[src/rtl/rd_guard_pkg.sv]
package rd_guard_pkg;

  localparam int unsigned IdWidth      = 4;
  localparam int unsigned AddrWidth    = 32;
  // A burst carries len+1 beats
  localparam int unsigned LenWidth     = 8;
  localparam int unsigned CntWidth     = 12;
  localparam int unsigned NumSlots     = 8;
  localparam int unsigned SlotIdxWidth = 3;
  // Wide enough for (len+1) * budget_beat
  localparam int unsigned BudgetWidth  = LenWidth + CntWidth + 1;

  typedef logic [IdWidth-1:0]      id_t;
  typedef logic [AddrWidth-1:0]    addr_t;
  typedef logic [LenWidth-1:0]     len_t;
  typedef logic [CntWidth-1:0]     cnt_t;
  typedef logic [SlotIdxWidth-1:0] slot_idx_t;

  typedef enum logic [1:0] {
    PhFree,
    PhAddr,
    PhData
  } phase_e;

  typedef enum logic [2:0] {
    CauseNone,
    CauseUnwanted,
    CauseOverflow,
    CauseFirstTimeout,
    CauseBurstTimeout
  } cause_e;

  typedef struct packed {
    logic  valid;
    logic  ready;
    id_t   id;
    addr_t addr;
    len_t  len;
  } ar_beat_t;

  typedef struct packed {
    logic valid;
    logic ready;
    id_t  id;
    logic last;
  } r_beat_t;

  typedef struct packed {
    cnt_t budget_first;
    cnt_t budget_beat;
  } guard_cfg_t;

  typedef struct packed {
    logic      live;
    id_t       id;
    slot_idx_t order;
  } slot_view_t;

  typedef struct packed {
    logic      valid;
    slot_idx_t idx;
    id_t       id;
    addr_t     addr;
    len_t      len;
    // Number of older reads with the same ID
    slot_idx_t order;
  } alloc_cmd_t;

  typedef struct packed {
    logic      valid;
    slot_idx_t idx;
    logic      last;
  } data_cmd_t;

  typedef struct packed {
    alloc_cmd_t alloc;
    data_cmd_t  data;
  } slot_cmd_t;

  typedef struct packed {
    logic   valid;
    cause_e cause;
    addr_t  addr;
  } viol_t;

  typedef struct packed {
    logic valid;
    id_t  id;
    cnt_t first_lat;
    cnt_t burst_lat;
  } lat_report_t;

endpackage
[src/rtl/rd_guard_top.sv]
module rd_guard_top (
  input  logic                      clk_i,
  input  logic                      rst_ni,
  input  rd_guard_pkg::ar_beat_t    ar_i,
  input  rd_guard_pkg::r_beat_t     r_i,
  input  rd_guard_pkg::guard_cfg_t  cfg_i,
  input  logic                      clear_i,
  output logic                      irq_o,
  output logic                      reset_req_o,
  output rd_guard_pkg::viol_t       viol_o,
  output rd_guard_pkg::lat_report_t lat_o
);
  import rd_guard_pkg::*;

  slot_cmd_t                 cmd;
  viol_t                     dec_viol;
  viol_t                     slot_viol;
  lat_report_t               slot_lat;
  slot_view_t [NumSlots-1:0] view;
  logic [NumSlots-1:0]       complete;

  // Bus beats into slot commands
  rd_guard_decode u_decode (
    .ar_i       (ar_i),
    .r_i        (r_i),
    .view_i     (view),
    .complete_i (complete),
    .cmd_o      (cmd),
    .viol_o     (dec_viol)
  );

  rd_guard_slots u_slots (
    .clk_i      (clk_i),
    .rst_ni     (rst_ni),
    .cmd_i      (cmd),
    .cfg_i      (cfg_i),
    .view_o     (view),
    .complete_o (complete),
    .viol_o     (slot_viol),
    .lat_o      (slot_lat)
  );

  // Sticky flags and registered outputs
  rd_guard_report u_report (
    .clk_i       (clk_i),
    .rst_ni      (rst_ni),
    .dec_viol_i  (dec_viol),
    .slot_viol_i (slot_viol),
    .lat_i       (slot_lat),
    .clear_i     (clear_i),
    .irq_o       (irq_o),
    .reset_req_o (reset_req_o),
    .viol_o      (viol_o),
    .lat_o       (lat_o)
  );

endmodule

[src/rtl/rd_guard_report.sv]
module rd_guard_report (
  input  logic                      clk_i,
  input  logic                      rst_ni,
  input  rd_guard_pkg::viol_t       dec_viol_i,
  input  rd_guard_pkg::viol_t       slot_viol_i,
  input  rd_guard_pkg::lat_report_t lat_i,
  input  logic                      clear_i,
  output logic                      irq_o,
  output logic                      reset_req_o,
  output rd_guard_pkg::viol_t       viol_o,
  output rd_guard_pkg::lat_report_t lat_o
);
  import rd_guard_pkg::*;

  viol_t       win;
  logic        take;
  viol_t       viol_q;
  logic        irq_q;
  logic        reset_req_q;
  logic        lat_valid_q;
  lat_report_t lat_q;

  // Decode-time violations come before timeouts
  assign win  = dec_viol_i.valid ? dec_viol_i : slot_viol_i;
  // Keep only the first one, a fresh violation beats a clear
  assign take = win.valid && (!viol_q.valid || clear_i);

  always_ff @(posedge clk_i or negedge rst_ni) begin
    if (!rst_ni) begin
      viol_q <= '{valid: 1'b0, cause: CauseNone, addr: '0};
    end else if (take) begin
      viol_q <= win;
    end else if (clear_i) begin
      viol_q <= '{valid: 1'b0, cause: CauseNone, addr: '0};
    end
  end

  always_ff @(posedge clk_i or negedge rst_ni) begin
    if (!rst_ni) begin
      irq_q       <= 1'b0;
      reset_req_q <= 1'b0;
    end else if (win.valid) begin
      irq_q       <= 1'b1;
      reset_req_q <= 1'b1;
    end else if (clear_i) begin
      irq_q       <= 1'b0;
      reset_req_q <= 1'b0;
    end
  end

  always_ff @(posedge clk_i or negedge rst_ni) begin
    if (!rst_ni) begin
      lat_valid_q <= 1'b0;
    end else begin
      lat_valid_q <= lat_i.valid;
    end
  end

  always_ff @(posedge clk_i) begin
    if (lat_i.valid) begin
      lat_q <= lat_i;
    end
  end

  always_comb begin
    lat_o       = lat_q;
    lat_o.valid = lat_valid_q;
  end

  assign irq_o       = irq_q;
  assign reset_req_o = reset_req_q;
  assign viol_o      = viol_q;

  irq_pair_a: assert property (@(posedge clk_i) disable iff (!rst_ni) irq_o == reset_req_o)
    else $error("report: interrupt and reset request disagree");

endmodule

[src/rtl/rd_guard_slots.sv]
module rd_guard_slots (
  input  logic                                                   clk_i,
  input  logic                                                   rst_ni,
  input  rd_guard_pkg::slot_cmd_t                                cmd_i,
  input  rd_guard_pkg::guard_cfg_t                               cfg_i,
  output rd_guard_pkg::slot_view_t [rd_guard_pkg::NumSlots-1:0] view_o,
  output logic [rd_guard_pkg::NumSlots-1:0]                      complete_o,
  output rd_guard_pkg::viol_t                                    viol_o,
  output rd_guard_pkg::lat_report_t                              lat_o
);
  import rd_guard_pkg::*;

  typedef struct packed {
    id_t       id;
    addr_t     addr;
    len_t      len;
    slot_idx_t order;
    cnt_t      first_lat;
    cnt_t      cnt_first;
    cnt_t      cnt_burst;
  } slot_t;

  phase_e                 phase_q [NumSlots];
  slot_t                  slot_q [NumSlots];
  logic [NumSlots-1:0]    live;
  logic [NumSlots-1:0]    alloc_hit;
  logic [NumSlots-1:0]    beat_hit;
  logic [NumSlots-1:0]    first_to;
  logic [NumSlots-1:0]    burst_to;
  logic [NumSlots-1:0]    done;
  logic [BudgetWidth-1:0] burst_lim [NumSlots];
  slot_idx_t              order_drop [NumSlots];
  logic                   order_clash;

  // Counters stick at their maximum instead of wrapping
  function automatic cnt_t cnt_inc(cnt_t cnt);
    return (cnt == '1) ? cnt : cnt + 1'b1;
  endfunction

  always_comb begin
    for (int i = 0; i < NumSlots; i++) begin
      live[i]       = phase_q[i] != PhFree;
      alloc_hit[i]  = cmd_i.alloc.valid && cmd_i.alloc.idx == slot_idx_t'(i);
      beat_hit[i]   = cmd_i.data.valid && cmd_i.data.idx == slot_idx_t'(i);
      burst_lim[i]  = (BudgetWidth'(slot_q[i].len) + 1'b1) * BudgetWidth'(cfg_i.budget_beat);
      first_to[i]   = phase_q[i] == PhAddr && slot_q[i].cnt_first > cfg_i.budget_first;
      burst_to[i]   = phase_q[i] == PhData && BudgetWidth'(slot_q[i].cnt_burst) > burst_lim[i];
      // A late slot is dropped even if its last beat shows up now
      done[i]       = live[i] && beat_hit[i] && cmd_i.data.last && !first_to[i] && !burst_to[i];
      complete_o[i] = first_to[i] || burst_to[i] || done[i];
      view_o[i]     = '{live: live[i], id: slot_q[i].id, order: slot_q[i].order};
    end
  end

  // Each leaving read of the same ID that was ahead moves this one up by one
  always_comb begin
    for (int i = 0; i < NumSlots; i++) begin
      order_drop[i] = '0;
      for (int j = 0; j < NumSlots; j++) begin
        if (complete_o[j] && slot_q[j].id == slot_q[i].id &&
            slot_q[j].order < slot_q[i].order) begin
          order_drop[i] = order_drop[i] + 1'b1;
        end
      end
    end
  end

  // Lowest timed-out slot and the single completion of this cycle
  always_comb begin
    viol_o = '{valid: 1'b0, cause: CauseNone, addr: '0};
    lat_o  = '{valid: 1'b0, id: '0, first_lat: '0, burst_lat: '0};
    for (int i = NumSlots - 1; i >= 0; i--) begin
      if (first_to[i] || burst_to[i]) begin
        viol_o.valid = 1'b1;
        viol_o.cause = first_to[i] ? CauseFirstTimeout : CauseBurstTimeout;
        viol_o.addr  = slot_q[i].addr;
      end
      if (done[i]) begin
        lat_o.valid = 1'b1;
        lat_o.id    = slot_q[i].id;
        // Single-beat read finishes straight from the address phase
        if (phase_q[i] == PhAddr) begin
          lat_o.first_lat = slot_q[i].cnt_first;
          lat_o.burst_lat = '0;
        end else begin
          lat_o.first_lat = slot_q[i].first_lat;
          lat_o.burst_lat = slot_q[i].cnt_burst;
        end
      end
    end
  end

  always_ff @(posedge clk_i or negedge rst_ni) begin
    if (!rst_ni) begin
      for (int i = 0; i < NumSlots; i++) begin
        phase_q[i] <= PhFree;
      end
    end else begin
      for (int i = 0; i < NumSlots; i++) begin
        if (alloc_hit[i]) begin
          phase_q[i] <= PhAddr;
        end else if (complete_o[i]) begin
          phase_q[i] <= PhFree;
        end else if (beat_hit[i] && phase_q[i] == PhAddr) begin
          phase_q[i] <= PhData;
        end
      end
    end
  end

  always_ff @(posedge clk_i) begin
    for (int i = 0; i < NumSlots; i++) begin
      if (alloc_hit[i]) begin
        slot_q[i].id        <= cmd_i.alloc.id;
        slot_q[i].addr      <= cmd_i.alloc.addr;
        slot_q[i].len       <= cmd_i.alloc.len;
        slot_q[i].order     <= cmd_i.alloc.order;
        slot_q[i].cnt_first <= cnt_t'(1);
        slot_q[i].cnt_burst <= '0;
      end else if (live[i]) begin
        slot_q[i].order <= slot_q[i].order - order_drop[i];
        if (phase_q[i] == PhAddr) begin
          if (beat_hit[i]) begin
            slot_q[i].first_lat <= slot_q[i].cnt_first;
            slot_q[i].cnt_burst <= cnt_t'(1);
          end else begin
            slot_q[i].cnt_first <= cnt_inc(slot_q[i].cnt_first);
          end
        end else begin
          slot_q[i].cnt_burst <= cnt_inc(slot_q[i].cnt_burst);
        end
      end
    end
  end

  always_comb begin
    order_clash = 1'b0;
    for (int i = 0; i < NumSlots; i++) begin
      for (int j = i + 1; j < NumSlots; j++) begin
        if (live[i] && live[j] && slot_q[i].id == slot_q[j].id &&
            slot_q[i].order == slot_q[j].order) begin
          order_clash = 1'b1;
        end
      end
    end
  end

  order_unique_a: assert property (@(posedge clk_i) disable iff (!rst_ni) !order_clash)
    else $error("slots: two live reads share an ID and an order number");

  data_live_a: assert property (@(posedge clk_i) disable iff (!rst_ni)
    cmd_i.data.valid |-> phase_q[cmd_i.data.idx] != PhFree)
    else $error("slots: data beat sent to a free slot");

endmodule

[src/rtl/rd_guard_decode.sv]
module rd_guard_decode (
  input  rd_guard_pkg::ar_beat_t                                 ar_i,
  input  rd_guard_pkg::r_beat_t                                  r_i,
  input  rd_guard_pkg::slot_view_t [rd_guard_pkg::NumSlots-1:0] view_i,
  input  logic [rd_guard_pkg::NumSlots-1:0]                      complete_i,
  output rd_guard_pkg::slot_cmd_t                                cmd_o,
  output rd_guard_pkg::viol_t                                    viol_o
);
  import rd_guard_pkg::*;

  logic                ar_fire;
  logic                r_fire;
  logic                full;
  slot_idx_t           free_idx;
  slot_idx_t           alloc_order;
  logic [NumSlots-1:0] hit;
  slot_idx_t           hit_idx;

  assign ar_fire = ar_i.valid && ar_i.ready;
  assign r_fire  = r_i.valid && r_i.ready;

  // Lowest free slot wins
  always_comb begin
    full     = 1'b1;
    free_idx = '0;
    for (int i = NumSlots - 1; i >= 0; i--) begin
      if (!view_i[i].live) begin
        full     = 1'b0;
        free_idx = slot_idx_t'(i);
      end
    end
  end

  // Older reads of the same ID, a slot leaving this cycle no longer counts
  always_comb begin
    alloc_order = '0;
    for (int i = 0; i < NumSlots; i++) begin
      if (view_i[i].live && !complete_i[i] && view_i[i].id == ar_i.id) begin
        alloc_order = alloc_order + 1'b1;
      end
    end
  end

  // A data beat belongs to the oldest read of its ID
  always_comb begin
    hit_idx = '0;
    for (int i = 0; i < NumSlots; i++) begin
      hit[i] = view_i[i].live && view_i[i].id == r_i.id && view_i[i].order == '0;
      if (hit[i]) begin
        hit_idx = slot_idx_t'(i);
      end
    end
  end

  assign cmd_o.alloc = '{valid: ar_fire && !full, idx: free_idx, id: ar_i.id,
                         addr: ar_i.addr, len: ar_i.len, order: alloc_order};
  assign cmd_o.data  = '{valid: r_fire && (|hit), idx: hit_idx, last: r_i.last};

  // Unwanted response outranks overflow
  always_comb begin
    viol_o = '{valid: 1'b0, cause: CauseNone, addr: '0};
    if (r_fire && !(|hit)) begin
      viol_o = '{valid: 1'b1, cause: CauseUnwanted, addr: '0};
    end else if (ar_fire && full) begin
      viol_o = '{valid: 1'b1, cause: CauseOverflow, addr: ar_i.addr};
    end
  end

  alloc_free_a: assert final (!cmd_o.alloc.valid || !view_i[cmd_o.alloc.idx].live)
    else $error("decode: allocation names a live slot");

  hit_unique_a: assert final ($onehot0(hit))
    else $error("decode: data beat matches more than one slot");

endmodule

[config.mk]
export PLATFORM = sky130hd
export DESIGN_NAME = rd_guard_top
export DESIGN_NICKNAME = d
export VERILOG_FILES = /design/src/rtl/rd_guard_pkg.sv /design/src/rtl/rd_guard_top.sv /design/src/rtl/rd_guard_report.sv /design/src/rtl/rd_guard_slots.sv /design/src/rtl/rd_guard_decode.sv
export SDC_FILE = /design/constraint.sdc
export NUM_CORES = 2
export LEC_CHECK = 0
export BUFFER_PORTS_ARGS = -buffer_cell sky130_fd_sc_hd__buf_4
export CAP_MARGIN = 20
export CORE_MARGIN = 3
export CORE_UTILIZATION = 55
export CTS_CLUSTER_DIAMETER = 150
export DETAILED_ROUTE_END_ITERATION = 8
export GPL_TIMING_DRIVEN = 0
export PLACE_DENSITY_LB_ADDON = 0.12
export SYNTH_ARGS = -nofsm -noshare
export SYNTH_HDL_FRONTEND = slang
export SYNTH_HIERARCHICAL = 1
export SYNTH_SLANG_ARGS = --single-unit
[constraint.sdc]
create_clock -name clk_i -period 15.7 [get_ports clk_i]
set_clock_uncertainty 0.15 [all_clocks]
set_input_delay 1.57 -clock clk_i [delete_from_list [all_inputs] [get_ports clk_i]]
set_output_delay 1.57 -clock clk_i [all_outputs]
set_load 0.05 [all_outputs]
==> results.cfg <==
[power]
p_switching_mw = 5.23
pwr_density_cell_nw_per_um2 = 137
p_seq_frac = 0.234
internal_power_mw = 6.13
swShare = 0.460
power_frac_clock = 0.187
p_comb_frac = 0.579
irDropWorstVdd_v = 0.000125
p_leak_nw = 36.9
totalPowerFinal_mw = 11.4

[synth]
synth_cell_types = 106
ys_async_sr_fraction = 0.0724
syn_area_um2 = 76400
yosysSeqAreaShare = 0.290
netlist_instances = 7944
syn_nets = 9308
avgSynthCellArea_um2 = 9.62
ys.flop_type = edfxtp_1
synth_warnings = 6
ys_ff_latch = 746
synth_edf_count = 692

[timing]
slew_viol_final = 0
slew_headroom = 0.176
clock.fmax_ghz = 0.0661
hold_violations = 0
finalWorstPathRequiredPeriod_ns = 15.13
worst-slew-pin-transition_ns = 1.24
fin_crit_sh = 0.963
whs_ns = 0.380
setup_viol = 0
rsz0062_at_grt = false

[clock_network]
hold_buffers = 0
cts_tree = built
ctsRootBufferMaster = clkbuf_16
post-cts-setup-buffers = 0
clkSlewWorstSetupHoldPaths_ns = 0.07
cts_buffer_depth = 3
cts-buffers-inserted = 90
clk_latency_ns = 0.72
cts_sinks = 746
cts_htree_levels = 3

[drt]
wl_per_cell_um = 25.2
wirelength_mm = 254
via_count = 61500
ant_nets = 0
via_per_inst = 6.10
drt_iter0_markers = 6489
firstDrtPassIters = 8
drc = 0

[cells_and_area]
layout_common_cells = inv_1 (953), nand2_1 (863), ha_1 (708)
seqCellArea_um2 = 22100
fin_cells = 10100
multiInputGateArea_um2 = 48400
layout_commonest_cell = inv_1
fillers = 11900
stdcell_area_um2 = 83100
finalNetCount = 9556
synthToLayoutAreaGrowth_pct = 8.76
drive_above_1_share = 0.0720
utilization = 0.604

[floorplanning]
start_util = 0.555
die_w_um = 379
ios = 147
num_rows = 136
design.core.area_um2 = 138000
dieArea_um2 = 143000
die_h_um = 379

[placement]
port_buffers = 123
hpwl_mm = 195
place_congestion = 1.01
place_inst = 9895
placed_area_um2 = 80100

[worst_setup_path]
crit_type = input pin to flip-flop
worst-path-max-fanout = 10
cp_slowest_cell = clkbuf_1
worstSetupEndpointType = flip-flop
r2r_start = u_slots/slot_q[0][122]$_DFFE_PP_
path_common_cell = inv_1
r2r-end = u_slots/slot_q[0][287]$_DFFE_PP_
path_buf_inv = 13
rr_worst_depth = 55
path_delay_family = buffers and inverters
crit_end = u_slots/slot_q[0][287]$_DFFE_PP_
reg2reg_setup_slack_ns = 1.34
slowest_delay_ns = 0.96
cp-startpoint = cfg_i[0]
required_ns = 16.12
cp.depth = 52
arrival_ns = 15.54
start_kind = input pin

[global_routing]
grt_overflow = 0
grt_pass1_wl_mm = 380
grt_use_total = 0.354
grt_max_degree = 55
grt_pass1_vias = 60900
antenna_found_initial = 18

[run_status]
outcome = finished, final reports clean

[min_path]
worstHoldStart = u_slots/slot_q[1][17]$_SDFFCE_PN0P_
hold_class = flip-flop to flip-flop

[run]
maxCapViolations = 0
## power groups by stage
stage	Clock (mW)	Combinational, mW	Sequential [mW]
final	2.12	6.58	2.66
after global routing	2.23	7.30	2.68
after CTS	2.15	6.45	2.65
after detailed placement	0	6.38	2.69
after global placement	0	6.21	2.69
after floorplan	0	4.51	2.66
## cell type report
cell class,count,share of cell area
repair buffers,160,0.0164
well taps,1794,0.0270
inverters,963,0.0437
clock inverters,55,0.00721
diodes,11,0.000331
clock buffers,113,0.0291
multi-input cells,5771,0.582
plain buffers,460,0.0280
flip-flops and latches,746,0.266
## synthesized netlist by cell type (209+ instances only)
cell      count  area [um2]
a21oi_1     246        1230
and2_1      312        1950
clkbuf_1    300        1130
edfxtp_1    692       20800
fa_1        576       11500
ha_1        708        8860
inv_1       961        3610
nand2_1     863        3240
nand3_1     218        1090
nor2_1      389        1460
nor2b_1     209        1310
xnor2_1     225        1970
xor2_1      298        2610
## flip-flops by register name, summed over array words and instances, names as in the netlist
register and count:
u_report/lat_o 28, u_report/lat_valid_q 1, u_report/reset_req_o 1, u_report/viol_o 36, u_slots/phase_q 16, u_slots/slot_q 664
## cell families after synthesis
kind of cell,Yosys count,share of synthesized area
muxes,183,0.0247
other,1,0.0000491
adders and majority gates,1284,0.267
and+or+nand+nor,2654,0.175
xor gates and xnor gates,551,0.0670
DFF,746,0.290
buffers and inverters,1427,0.0779
AOI/OAI and AO/OA,1098,0.0986
## timing repair
| item | 4_1_cts | 5_1_grt |
|---|---|---|
| cloned | 0 | 0 |
| setup endpoints to repair | 16 | 16 |
| hold endpoints to repair | 0 | 0 |
| gates resized for setup | 3 | 10 |
## how the worst min path moves through the flow
| stage | to | slack [ns] | cells after the start |
|---|---|---|---|
| final | u_slots/slot_q[1][29]$_DFFE_PP_ | 0.38 | 0 |
| after global routing | u_report/viol_o[14]$_DFFE_PN0P_ | 0.40 | 2 |
| after CTS | u_slots/slot_q[0][195]$_DFFE_PP_ | 0.38 | 0 |
| after detailed placement | u_slots/slot_q[0][195]$_DFFE_PP_ | 0.37 | 0 |
| after global placement | u_slots/slot_q[1][29]$_DFFE_PP_ | 0.36 | 0 |
| after floorplan | u_slots/slot_q[0][112]$_DFFE_PP_ | 0.32 | 0 |
## metal layers
layer / up-vias / GRT usage / share of wire
li1: 27400 / - / -
met1: 30300 / 0.477 / 0.40
met5: - / 0 / 0.00017
met4: 6 / 0.181 / 0.058
met2: 3141 / 0.538 / 0.44
met3: 659 / 0.0801 / 0.10
## metrics by stage
stage	setup WS (ns)	TNS (ns)
2_1_floorplan	3.59	0
3_3_place_gp	-2.12	-33.41
3_5_place_dp	-1.46	-19.00
4_1_cts	0.00148	0
5_1_grt	0.0222	0
6_report	0.575	0
Note: power is estimated with default switching activity, not from simulation.
